$ cat src/armPkg.sv
package armPkg;
  localparam int DataWidth = 32;  // Data and instruction word
  localparam int RegAddrWidth = 4;  // R0..R15

  // ALU operations
  typedef enum logic [1:0] {
    AluAdd,
    AluSub,
    AluAnd,
    AluOr
  } aluOp;

  // Immediate formats
  typedef enum logic [1:0] {
    ImmRot,  // imm8 rotated right by twice the rot field
    ImmMem12,  // Load/store offset, zero extended
    ImmBr24  // Branch offset in words
  } immSrc;

  // ALU operand sources
  typedef enum logic [1:0] {
    FwdNone,  // Value read in D
    FwdWb,  // Result in W
    FwdMem  // ALU result in M
  } forwardSel;

  // Control bits that travel with an instruction from D to W
  typedef struct packed {
    logic regWrite;
    logic memWrite;
    logic memToReg;  // Load result goes to Rd
    logic aluSrc;  // Immediate as operand B
    logic [1:0] aluOp;  // Holds an aluOp code
    logic flagWrite;  // Only CMP sets it
    logic branch;
    logic [3:0] cond;
  } stageCtrl;

  // One request on a memory port
  typedef struct packed {
    logic [DataWidth-1:0] addr;  // Word address
    logic [DataWidth-1:0] wdata;
    logic we;
  } memReq;
endpackage
$ cat src/controller.sv
module controller (
  input logic clk,
  input logic reset,
  input logic [armPkg::DataWidth-1:0] instrD,
  input logic zeroE,
  input logic StallD,
  input logic FlushE,
  output armPkg::stageCtrl ctrlE,
  output armPkg::stageCtrl ctrlM,
  output armPkg::stageCtrl ctrlW,
  output armPkg::immSrc immSrcD,
  output logic [1:0] regSrcD,
  output logic BranchTakenE
);
  localparam logic [3:0] CondEq = 4'h0;
  localparam logic [3:0] CondNe = 4'h1;
  localparam logic [3:0] CondAl = 4'hE;
  localparam logic [3:0] CmdAnd = 4'h0;
  localparam logic [3:0] CmdAdd = 4'h4;
  localparam logic [3:0] CmdCmp = 4'hA;
  localparam logic [3:0] CmdOrr = 4'hC;

  armPkg::stageCtrl ctrlD;
  armPkg::stageCtrl ctrlGatedE;  // E bits after the condition check
  logic zFlagQ;
  logic condOkE;

  always_comb begin
    ctrlD = '0;
    ctrlD.cond = instrD[31:28];
    immSrcD = armPkg::ImmRot;
    regSrcD = 2'b00;
    case (instrD[27:26])
      2'b00: begin  // Data processing
        ctrlD.aluSrc = instrD[25];  // I bit
        ctrlD.flagWrite = (instrD[24:21] == CmdCmp);
        ctrlD.regWrite = (instrD[24:21] != CmdCmp);  // CMP has no Rd
        case (instrD[24:21])
          CmdAdd: ctrlD.aluOp = armPkg::AluAdd;
          CmdAnd: ctrlD.aluOp = armPkg::AluAnd;
          CmdOrr: ctrlD.aluOp = armPkg::AluOr;
          default: ctrlD.aluOp = armPkg::AluSub;  // SUB and CMP
        endcase
      end
      2'b01: begin  // LDR / STR, base plus offset
        ctrlD.aluSrc = 1'b1;
        ctrlD.regWrite = instrD[20];
        ctrlD.memToReg = instrD[20];
        ctrlD.memWrite = ~instrD[20];
        immSrcD = armPkg::ImmMem12;
        regSrcD[1] = ~instrD[20];  // STR reads Rd as store data
      end
      2'b10: begin  // B, BEQ, BNE
        ctrlD.aluSrc = 1'b1;
        ctrlD.branch = 1'b1;
        immSrcD = armPkg::ImmBr24;
        regSrcD[0] = 1'b1;  // Target is R15 plus offset
      end
      default: ;  // Unsupported, runs as a bubble
    endcase
  end

  always_comb begin
    case (ctrlE.cond)
      CondEq: condOkE = zFlagQ;
      CondNe: condOkE = ~zFlagQ;
      CondAl: condOkE = 1'b1;
      default: condOkE = 1'b0;  // D bubbles carry the never code
    endcase
  end

  always_comb begin
    ctrlGatedE = ctrlE;
    ctrlGatedE.regWrite = ctrlE.regWrite & condOkE;
    ctrlGatedE.memWrite = ctrlE.memWrite & condOkE;
    ctrlGatedE.branch = ctrlE.branch & condOkE;
  end

  assign BranchTakenE = ctrlGatedE.branch;

  always_ff @(posedge clk) begin
    // A stalled D must not also move on into E
    if (reset || FlushE || StallD)
      ctrlE <= '0;
    else
      ctrlE <= ctrlD;
    if (reset) begin
      ctrlM <= '0;
      ctrlW <= '0;
      zFlagQ <= 1'b0;
    end else begin
      ctrlM <= ctrlGatedE;
      ctrlW <= ctrlM;
      if (ctrlE.flagWrite)
        zFlagQ <= zeroE;  // Seen by a branch in E next cycle
    end
  end
endmodule

$ cat config.mk
export PLATFORM = sky130hd
export DESIGN_NAME = controller
export DESIGN_NICKNAME = d
export VERILOG_FILES = /design/src/armPkg.sv /design/src/controller.sv
export SDC_FILE = /design/constraint.sdc
export NUM_CORES = 1
export LEC_CHECK = 0
export BUFFER_PORTS_ARGS = -buffer_cell sky130_fd_sc_hd__buf_2
export CAP_MARGIN = 20
export CORE_ASPECT_RATIO = 0.9
export CORE_UTILIZATION = 37
export DETAILED_ROUTE_END_ITERATION = 10
export PLACE_DENSITY = 0.74
export SYNTH_ARGS = -nofsm -noshare
export SYNTH_HDL_FRONTEND = slang
export SYNTH_SLANG_ARGS = --single-unit
$ cat constraint.sdc
create_clock -name clk -period 1.1 [get_ports clk]
set_clock_uncertainty 0.05 [all_clocks]
set_input_delay 0.22 -clock clk [delete_from_list [all_inputs] [get_ports clk]]
set_output_delay 0.22 -clock clk [all_outputs]
set_load 0.005 [all_outputs]
Word level (Yosys, flattened, before mapping):

Index checks and enable logic that the tools add are counted.

* logic and storage cells: 55
* memory bits (writable): 0
* flip-flop bits (word level): 37
* bits of input ports: 37
* bits in latches: 0
* memories kept: 0
* bits in read-only memories: 0
* output and inout port bits: 41

* equality and inequality tests: 8
* add/subtract/negate cells: 0
* shift operators: 0
* div/mod/pow operators: 0
* order comparisons: 0
* reductions and logical operators: 8
* bitwise operators: 7
* multipliers: 0
* muxes and demuxes: 7

Operator list (number)
* $eq 4x4->1 const B: 3
* $logic_not 4->1: 2
* $pmux 2 s3: 1
* $reduce_or 2->1: 3
* $eq 4x1->1 const B: 1
* $eq 4x3->1 const B: 1
* $ne 4x4->1 const B: 1
* $not 1->1: 4
* $pmux 1 s2: 2
* $pmux 2 s2: 1
* $and 1x1->1: 3
* $pmux 1 s3: 1
* $eq 2x1->1 const B: 1
* $eq 2x2->1 const B: 1
* $logic_not 2->1: 1
* $logic_or 1x1->1: 2
* $mux 1: 2

Longest topological paths before layout:

Gate-level depths: netlist (run 1).

* word-level depth: 3
* gate-level depth with buffers: 4
* mapped depth without buffers: 4

Least setup slack after synthesis (run 1):

No wires, ideal clock.

* path type: register to output
* start point: register ctrlE[0] (netlist bit)
* end point: output BranchTakenE
* required time: 0.830 ns
* buffers on the path: 0
* arrival time: 0.831 ns
* setup slack: -0.001 ns
* stages on the path, launching flop included: 4
* cell sequence: dfxtp_1 -> and4b_1 -> a21oi_1 -> nor2b_1

* word-level cells in the longest chain between the ends: 3
* elaborated cells on any way between the ends: 5
* classes of those cells: eq/ne (2); mux (1); bitwise (1); reduce/logical (1)

RTL lines
* from (decl): RTL line controller.sv:8 `output armPkg::stageCtrl ctrlE,`
* from (signal assigned): RTL line controller.sv:86 `ctrlE <= ctrlD;`
* $eq 4x4->1 (tied with other cells): RTL line controller.sv:64 `case (ctrlE.cond)`
* $pmux 1 s3 *: RTL line controller.sv:64
* $and 1x1->1 *: RTL line controller.sv:76 `ctrlGatedE.branch = ctrlE.branch & condOkE;`
* to (decl): RTL line controller.sv:13 `output logic BranchTakenE`

Every way passes the cells marked *; elsewhere a longest branch is shown, timed or not.

Worst setup path after layout (run 1):

* start point: register ctrlE[1] (netlist bit)
* end point: output BranchTakenE

The elaborated chain is that of the path after synthesis.

==> flow_summary.json, run 1 <==
{
  "status": "complete, but fails checks",
  "setup_slack_ps": -321.4,
  "finalSetupViolations": 1,
  "switching_share_pct": 19.90,
  "syn_avg_cell_area_um2": 11.49,
  "yosys_warnings": 0,
  "ys_seq_area_share_pct": 59.14,
  "drtIter0Drc": 51,
  "ys.flop_type": "dfxtp_1",
  "viasPerCell": 4.273,
  "synth_most_common_cell": "dfxtp_1",
  "pwr-share-clk_pct": 37.1,
  "path_clk_slew_ps": 60,
  "syn_to_final_growth_pct": 34.07,
  "fin_crit_sh_pct": 129.2,
  "place.gp.congestion": 0.7378,
  "power_frac_comb_pct": 6.2,
  "cts-root-buf": "clkbuf_8",
  "internal_power_uw": 1926,
  "cp_num_buf_inv": 1,
  "htreeDepth": 2,
  "cts_setup_buffers": 0,
  "path_max_fanout": 4,
  "worst_path_max_delay_cell": "dfxtp_2",
  "antenna_left": 0,
  "ir_drop_v": 0.0004973,
  "syn-cell-area_um2": 1252,
  "p_seq_share_pct": 56.7,
  "rows": 19,
  "synth_nets": 151,
  "finalPower_uw": 2405,
  "final_hold_viol_count": 0,
  "clock.fmax_mhz": 703.5,
  "clk_latency_ps": 280,
  "grt_overflow": 0,
  "critPathKind": "reg -> out",
  "drive_above_1_share_pct": 49.70,
  "cts_hold_buf": 0,
  "gr-usage-all-layers_pct": 12.91,
  "vias": 893,
  "rsz0062_at_grt": "true",
  "met3_usage_pct": 5.800,
  "grt_pass1_vias": 786,
  "slew_violations": 0,
  "synth.top_cell.area_share_pct": 59.14,
  "fp.dieW_um": 63.33,
  "drc_errors": 0,
  "grt_pass1_wl_um": 3415,
  "synth_area_leaders": "dfxtp_1 59%, nor2b_1 10%, buf_4 6.6%, ha_1 5.0%, and2_1 3.0%",
  "synth_seq_cells": 37,
  "worstPathRequired_ps": 830,
  "slew_headroom_pct": 84.12,
  "synthTopCellsByCount": "37 x dfxtp_1, 21 x nor2b_1, 11 x buf_4, 6 x and2_1, 5 x ha_1",
  "cp-start-kind": "flop",
  "yosysTopAreaCell": "dfxtp_1",
  "cp_slowest_stage_delay_ps": 340,
  "drv_cap": 0,
  "syn_inst": 109,
  "critPathTopFamily": "flip-flops",
  "ios": 78,
  "synth-edff-count": 0,
  "numCtsBuffers": 5,
  "cp.arrival_ps": 1150,
  "power.density_nw_per_um2": 1432,
  "critPathCaptureType": "output port",
  "path_cells": "and4b_1 > a21oi_2 > nor2b_1 > buf_2",
  "fin_crit_ps": 1421,
  "hp-class": "in -> reg",
  "first_pass_iters": 4,
  "cts.sinks": 37,
  "violations": "setup timing",
  "nets": 209,
  "n_antenna_cell": 0,
  "cts_tree": "done",
  "die_h_um": 57.20,
  "dieArea_um2": 3622,
  "numPortBuffers": 57,
  "hpwl_um": 1738,
  "initial_core_util_pct": 39.91,
  "synth_cell_types": 23,
  "wirelength_um": 2211,
  "fp.coreArea_um2": 3138,
  "grt_use_met2_pct": 21.88,
  "top_usage_layer": "met2",
  "antenna_found_initial": 0,
  "clockBufferDepth": 2,
  "power.net_switching_uw": 478.6,
  "grtUsageMet1_pct": 13.11,
  "p_leak_uw": 0.0008477,
  "wire_per_inst_um": 10.58,
  "finalHoldWorstSlack_ps": 84.70,
  "async_flop_share_pct": 0,
  "grt_max_degree": 26,
  "worst_slew_pin_slew_ps": 238.2
}
final cells by class:
type	count	area (µm²)
clock buffers	7	86.33
repair buffers	64	337.8
multi-input cells	57	446.7
fillers	300	1459
well taps	42	52.55
flip-flops and latches	37	745.7
inverters	2	10.01
sequential cells by signal, summed over array words and instances, names as in the netlist:
signal / count
ctrlW: 12
zFlagQ: 1
ctrlM: 12
ctrlE: 12
worst register-to-register path, stage by stage, from the launching register on:
cell	delay (ps)
dfxtp_2	340
nor3_2	210
a21oi_2	100
buf_4	150
nor3b_1	160
worst paths after layout:
| check | startpoint | end | slack [ps] | cells after the start |
|---|---|---|---|---|
| setup reg to reg | ctrlE[1] | ctrlM[4] | 10 | 4 |
| setup / recovery | ctrlE[1] | BranchTakenE | -320 | 4 |
| hold reg to reg | ctrlM[6] | ctrlW[6] | 410 | 1 |
| hold / removal | instrD[21] | ctrlE[7] | 80 | 2 |
per-stage QoR:
step | worst slack, ps | TNS [ps] | utilization (%) | std cells | area, µm²
after floorplan | 63.71 | 0 | - | 109 | 1256
after global routing | -377.9 | -480.7 | 53.51 | 209 | 1679
after CTS | -340.3 | -340.3 | 52.95 | 209 | 1662
after detailed placement | -68.96 | -180.8 | 49.56 | 202 | 1555
after global placement | -60.49 | -92.23 | 49.56 | 202 | 1555
final | -321.4 | -321.4 | 53.51 | 209 | 1679
timing repair:
item,4_1_cts,5_1_grt
gates resized for setup,9,3
endpoints found under the setup margin,5,5
pin swaps,0,0
metal layers:
metal / vias up / wire length (µm)
met5: - / 0
met1: 387 / 900
met4: 0 / 54
li1: 456 / -
met3: 6 / 201
met2: 44 / 1054
placed cells by master (no fill, tap or decap):
cell type	count
dfxtp_2	4
buf_2	57
dfxtp_1	33
buf_4	7
a21oi_1	1
nor2_1	4
a22oi_1	1
and2_1	6
a21oi_2	1
or3_1	1
xor2_1	2
nand2_2	1
nor3_4	1
nor4_2	1
clkbuf_8	6
nor2b_4	1
inv_4	1
nor3_2	1
nor3_1	2
ha_4	1
and2b_1	2
clkbuf_1	1
nor3b_1	2
nand4bb_1	1
nor2b_1	20
mux2i_1	1
ha_1	4
nor3b_2	1
and4b_1	1
and3_1	1
inv_1	1
logic make-up (layout without fill, tap and decap cells):
group | Yosys count | after routing | share of synthesized area [%]
mux | 1 | 1 | 0.7992
xor+xnor | 2 | 2 | 1.399
flops | 37 | 37 | 59.14
simple gates | 46 | 46 | 24.38
fa+ha+maj | 5 | 5 | 4.995
compound gates | 3 | 3 | 1.399
buf+inv | 15 | 73 | 7.892
power groups by stage:
stage | combinational (µW) | clock, µW | sequential (µW)
after global routing | 164 | 995 | 1360
final | 148 | 893 | 1360
after floorplan | 67.9 | 0 | 1390
after detailed placement | 141 | 0 | 1390
after global placement | 136 | 0 | 1390
after CTS | 146 | 929 | 1360
Note: power is estimated with default switching activity, not from simulation.
==> run 2: changes to the inputs <==
==> constraint.sdc (replaced) <==
create_clock -name clk -period 1.1 [get_ports clk]
set_clock_uncertainty 0.05 [all_clocks]
set_input_delay 0.22 -clock clk [delete_from_list [all_inputs] [get_ports clk]]
set_output_delay 0.22 -clock clk [all_outputs]
set_load 0.01 [all_outputs]
==> flow_summary.json, run 2 (synthesis results as in run 1) <==
{
  "status": "complete, but fails checks",
  "violations": "setup timing",
  "fin_crit_ps": 1442,
  "n_antenna_cell": 0,
  "place.gp.congestion": 0.7378,
  "cts_setup_buffers": 0,
  "rows": 19,
  "cts-root-buf": "clkbuf_8",
  "grt_use_met2_pct": 21.88,
  "min_from": "instrD[21]",
  "fin_crit_sh_pct": 131.1,
  "numCtsBuffers": 5,
  "antenna_found_initial": 0,
  "first_pass_iters": 2,
  "slew_violations": 0,
  "syn_to_final_growth_pct": 35.56,
  "power.net_switching_uw": 486.4,
  "ios": 78,
  "path_clk_slew_ps": 60,
  "met3_usage_pct": 5.800,
  "p_seq_share_pct": 56.4,
  "slew_headroom_pct": 84.31,
  "power_frac_comb_pct": 6.7,
  "grt_overflow": 0,
  "clockBufferDepth": 2,
  "drtIter0Drc": 43,
  "dieArea_um2": 3622,
  "timing.rr.end": "ctrlM[4]",
  "top_regs": "ctrlE (12), ctrlM (12), ctrlW (12)",
  "dpl_worst_slack_ps": -85.30,
  "holdPathStages": 2,
  "hold_path_end": "ctrlE[7]",
  "worstPathRequired_ps": 830,
  "cts.sinks": 37,
  "drv_cap": 0,
  "clk_latency_ps": 280,
  "p_leak_uw": 0.0008511,
  "numPortBuffers": 57,
  "viasPerCell": 4.239,
  "cp-start-kind": "flop",
  "grtUsageMet1_pct": 13.11,
  "rsz0062_at_grt": "true",
  "switching_share_pct": 20.14,
  "fin_util_pct": 54.11,
  "cts_hold_buf": 0,
  "internal_power_uw": 1928,
  "gr-usage-all-layers_pct": 12.91,
  "hpwl_um": 1738,
  "drc_errors": 0,
  "vias": 886,
  "drive_above_1_share_pct": 50.90,
  "fill_cells": 296,
  "wirelength_um": 2249,
  "cts_tree": "done",
  "final_cell_area_um2": 1698,
  "finalSetupViolations": 1,
  "hp-class": "in -> reg",
  "layout_commonest_cell": "buf_2",
  "final_hold_viol_count": 0,
  "clock.fmax_mhz": 693.3,
  "fp.coreArea_um2": 3138,
  "pwr-share-clk_pct": 36.9,
  "layout_common_cells": "56 x buf_2, 32 x dfxtp_1, 20 x nor2b_1, 7 x buf_4",
  "critPathKind": "reg -> out",
  "critPathCaptureType": "output port",
  "timing.rr.start": "ctrlE[1]",
  "power.density_nw_per_um2": 1422,
  "reg2reg_setup_slack_ps": 10,
  "worst_slew_pin_slew_ps": 235.4,
  "ir_drop_v": 0.0004969,
  "cp.arrival_ps": 1170,
  "grt_max_degree": 26,
  "setup_slack_ps": -342.4,
  "htreeDepth": 2,
  "wire_per_inst_um": 10.76,
  "fp.dieW_um": 63.33,
  "path_max_fanout": 4,
  "die_h_um": 57.20,
  "nets": 209,
  "antenna_left": 0,
  "grt_pass1_vias": 786,
  "initial_core_util_pct": 39.91,
  "top_usage_layer": "met2",
  "placed_cell_area_um2": 1555,
  "ff2ff_path_depth": 4,
  "grt_pass1_wl_um": 3415
}
==> run 2: final cells by class <==
class | instances | area, µm² | share of cell area [%]
sequential | 37 | 749.5 | 44.14
multi-input combinational | 57 | 455.4 | 26.82
timing repair buffer | 64 | 344.1 | 20.27
clock buffer | 7 | 86.33 | 5.085
tap | 42 | 52.55 | 3.095
inverter | 2 | 10.01 | 0.5895
==> run 2: power by group through the flow <==
stage | registers (µW) | clock network [µW] | logic (µW)
after floorplan | 1390 | 0 | 73.7
after global placement | 1390 | 0 | 144
after detailed placement | 1390 | 0 | 150
after CTS | 1360 | 929 | 156
after global routing | 1360 | 998 | 177
final | 1360 | 890 | 161
==> run 2: what timing repair did <==
action | CTS | global route
resized for setup | 10 | 7
endpoints found under the setup margin | 5 | 6
pin swaps | 0 | 0
==> run 2: stage by stage <==
stage                     total power (µW)  hold slack [ps]  instances  setup TNS (ps)
after global placement                1535            371.9        202          -122.8
after floorplan                       1468            241.0        109               0
after CTS                             2449            75.41        209          -353.0
final                                 2415            84.82        209          -342.4
after global routing                  2539            81.69        209          -500.6
after detailed placement              1542            374.3        202          -211.3
==> run 2: worst max-delay path by stage <==
stage,from,to
after floorplan,ctrlE[1],BranchTakenE
after global placement,ctrlE[0],BranchTakenE
after detailed placement,instrD[27],regSrcD[1]
after CTS,ctrlE[0],BranchTakenE
after global routing,ctrlE[1],BranchTakenE
final,ctrlE[1],BranchTakenE
==> run 2: worst max-delay path: stages (launching register included) <==
cell	delay, ps
dfxtp_2	350
and4b_1	210
a21oi_2	150
nor2b_1	60
buf_2	130
==> run 2: layer usage <==
layer  up-vias  share of wire (%)
met5         -                  0
met1       382                 41
met4         0                2.4
met3         6                8.8
li1        454                  -
met2        44                 48
==> run 3: changes to the inputs <==
- clock period: 1.1 -> 1.3 ns (I/O delays scaled with it)
==> flow_summary.json, run 3 (synthesis results as in run 1) <==
{
  "wire_per_inst_um": 10.65,
  "final_cell_area_um2": 1668,
  "ir_drop_v": 0.0003862,
  "critPathTopFamily": "simple AND/OR/NAND/NOR gates",
  "rows": 19,
  "cts_tree": "done",
  "ff2ff_path_depth": 6,
  "worst_slew_pin_slew_ps": 246.3,
  "cp_slowest_stage_delay_ps": 330,
  "timing.rr.end": "ctrlM[11]",
  "viasPerCell": 4.263,
  "drive_above_1_share_pct": 49.70,
  "fin_crit_sh_pct": 112.4,
  "path_clk_slew_ps": 60,
  "finalPower_uw": 2038,
  "cts_hold_buf": 0,
  "cts-root-buf": "clkbuf_8",
  "grt_pass1_vias": 779,
  "dpl_worst_slack_ps": 39.47,
  "p_leak_uw": 0.0008450,
  "hp-class": "in -> reg",
  "placed_cell_area_um2": 1536,
  "grt_pass1_wl_um": 3312,
  "slew_headroom_pct": 83.58,
  "wirelength_um": 2225,
  "drv_cap": 0,
  "drc_errors": 0,
  "path_cells": "and4b_1 > a21oi_2 > nor2b_1 > buf_2",
  "switching_share_pct": 20.16,
  "top_regs": "ctrlE (12), ctrlM (12), ctrlW (12)",
  "slew_violations": 0,
  "dieArea_um2": 3622,
  "place.gp.congestion": 0.7759,
  "setup_slack_ps": -160.9,
  "grt_overflow": 0,
  "initial_core_util_pct": 39.91,
  "worst-path-stages": 4,
  "worstPathRequired_ps": 990,
  "cp.arrival_ps": 1150,
  "grt_max_degree": 26,
  "clock.fmax_mhz": 684.5,
  "ios": 78,
  "syn_to_final_growth_pct": 33.17,
  "power.net_switching_uw": 410.9,
  "worst_path_max_delay_cell": "dfxtp_2",
  "numPortBuffers": 57,
  "p_seq_share_pct": 56.6,
  "fp.coreArea_um2": 3138,
  "n_antenna_cell": 0,
  "clockBufferDepth": 2,
  "power.density_nw_per_um2": 1222,
  "power_frac_comb_pct": 6.2,
  "internal_power_uw": 1627,
  "numCtsBuffers": 5,
  "antenna_left": 0,
  "rsz0062_at_grt": "true",
  "startpoint": "ctrlE[0]",
  "path_max_fanout": 4,
  "timing.rr.start": "ctrlE[0]",
  "reg2reg_setup_slack_ps": 0,
  "first_pass_iters": 4,
  "antenna_found_initial": 0,
  "layout_common_cells": "57 x buf_2, 32 x dfxtp_1, 21 x nor2b_1, 7 x buf_4",
  "cp-start-kind": "flop",
  "drtIter0Drc": 39,
  "critPathKind": "reg -> out",
  "layout_commonest_cell": "buf_2",
  "endpoint": "BranchTakenE",
  "nets": 209,
  "vias": 891,
  "finalSetupViolations": 2,
  "gr-usage-all-layers_pct": 12.54,
  "fp.dieW_um": 63.33,
  "violations": "setup timing",
  "status": "complete, but fails checks",
  "htreeDepth": 2,
  "hpwl_um": 1723,
  "die_h_um": 57.20,
  "clk_latency_ps": 280,
  "final_hold_viol_count": 0,
  "cp_num_buf_inv": 1,
  "fin_crit_ps": 1461,
  "critPathCaptureType": "output port",
  "pwr-share-clk_pct": 37.2,
  "cts.sinks": 37
}
## run 3: worst min-delay path by stage
stage,startpoint,end,slack [ps],depth (start not counted)
6_report,instrD[21],ctrlE[7],120,2
2_1_floorplan,instrD[22],ctrlE[7],280,1
3_3_place_gp,ctrlM[0],ctrlW[0],390,1
5_1_grt,instrD[22],ctrlE[7],120,2
3_5_place_dp,ctrlE[6],ctrlM[6],400,1
4_1_cts,instrD[21],ctrlE[7],120,2
## run 3: power by group through the flow
stage          registers, µW  clock network [µW]  logic (µW)
2_1_floorplan           1180                   0        61.5
3_3_place_gp            1180                   0         119
3_5_place_dp            1180                   0         123
4_1_cts                 1150                 783         126
5_1_grt                 1150                 830         140
6_report                1150                 757         127
## run 3: worst register-to-register path, cell delays in order (launching register included)
cell	delay, ps
dfxtp_2	330
and4b_1	250
a21oi_2	40
buf_4	130
buf_4	120
buf_4	140
nor3b_2	160
## run 3: stage by stage
stage	hold slack, ps	utilization [%]	TNS (ps)	std cells
final	122.9	53.15	-163.9	209
after global routing	115.7	53.15	-379.7	209
after CTS	116.0	52.39	-210.2	208
after detailed placement	398.5	48.96	0	200
after global placement	385.6	48.96	0	200
after floorplan	281.0	-	0	109
## run 3: per-layer routing
layer	global-route usage (%)	share of wire, %	vias up	wire length (µm)
li1	-	-	448	-
met5	0	0	-	0
met2	20.36	48	43	1071
met4	7.792	2.3	0	52
met3	5.800	7.7	6	172
met1	13.27	42	394	929
## run 3: area by class of cell
type	instances	area, µm²
Fill cell	299	1470
Multi-Input combinational cell	57	436.7
Timing Repair Buffer	64	337.8
Tap cell	42	52.55
Clock buffer	7	86.33
Sequential cell	37	747.0
Inverter	2	7.507
## run 3: repair_timing
action | in CTS | in global routing
endpoints found under the hold margin | 0 | 0
gates cloned | 0 | 0
endpoints found under the setup margin | 1 | 1
pin swaps | 0 | 1
gates resized for setup | 6 | 4
setup buffers | 1 | 1
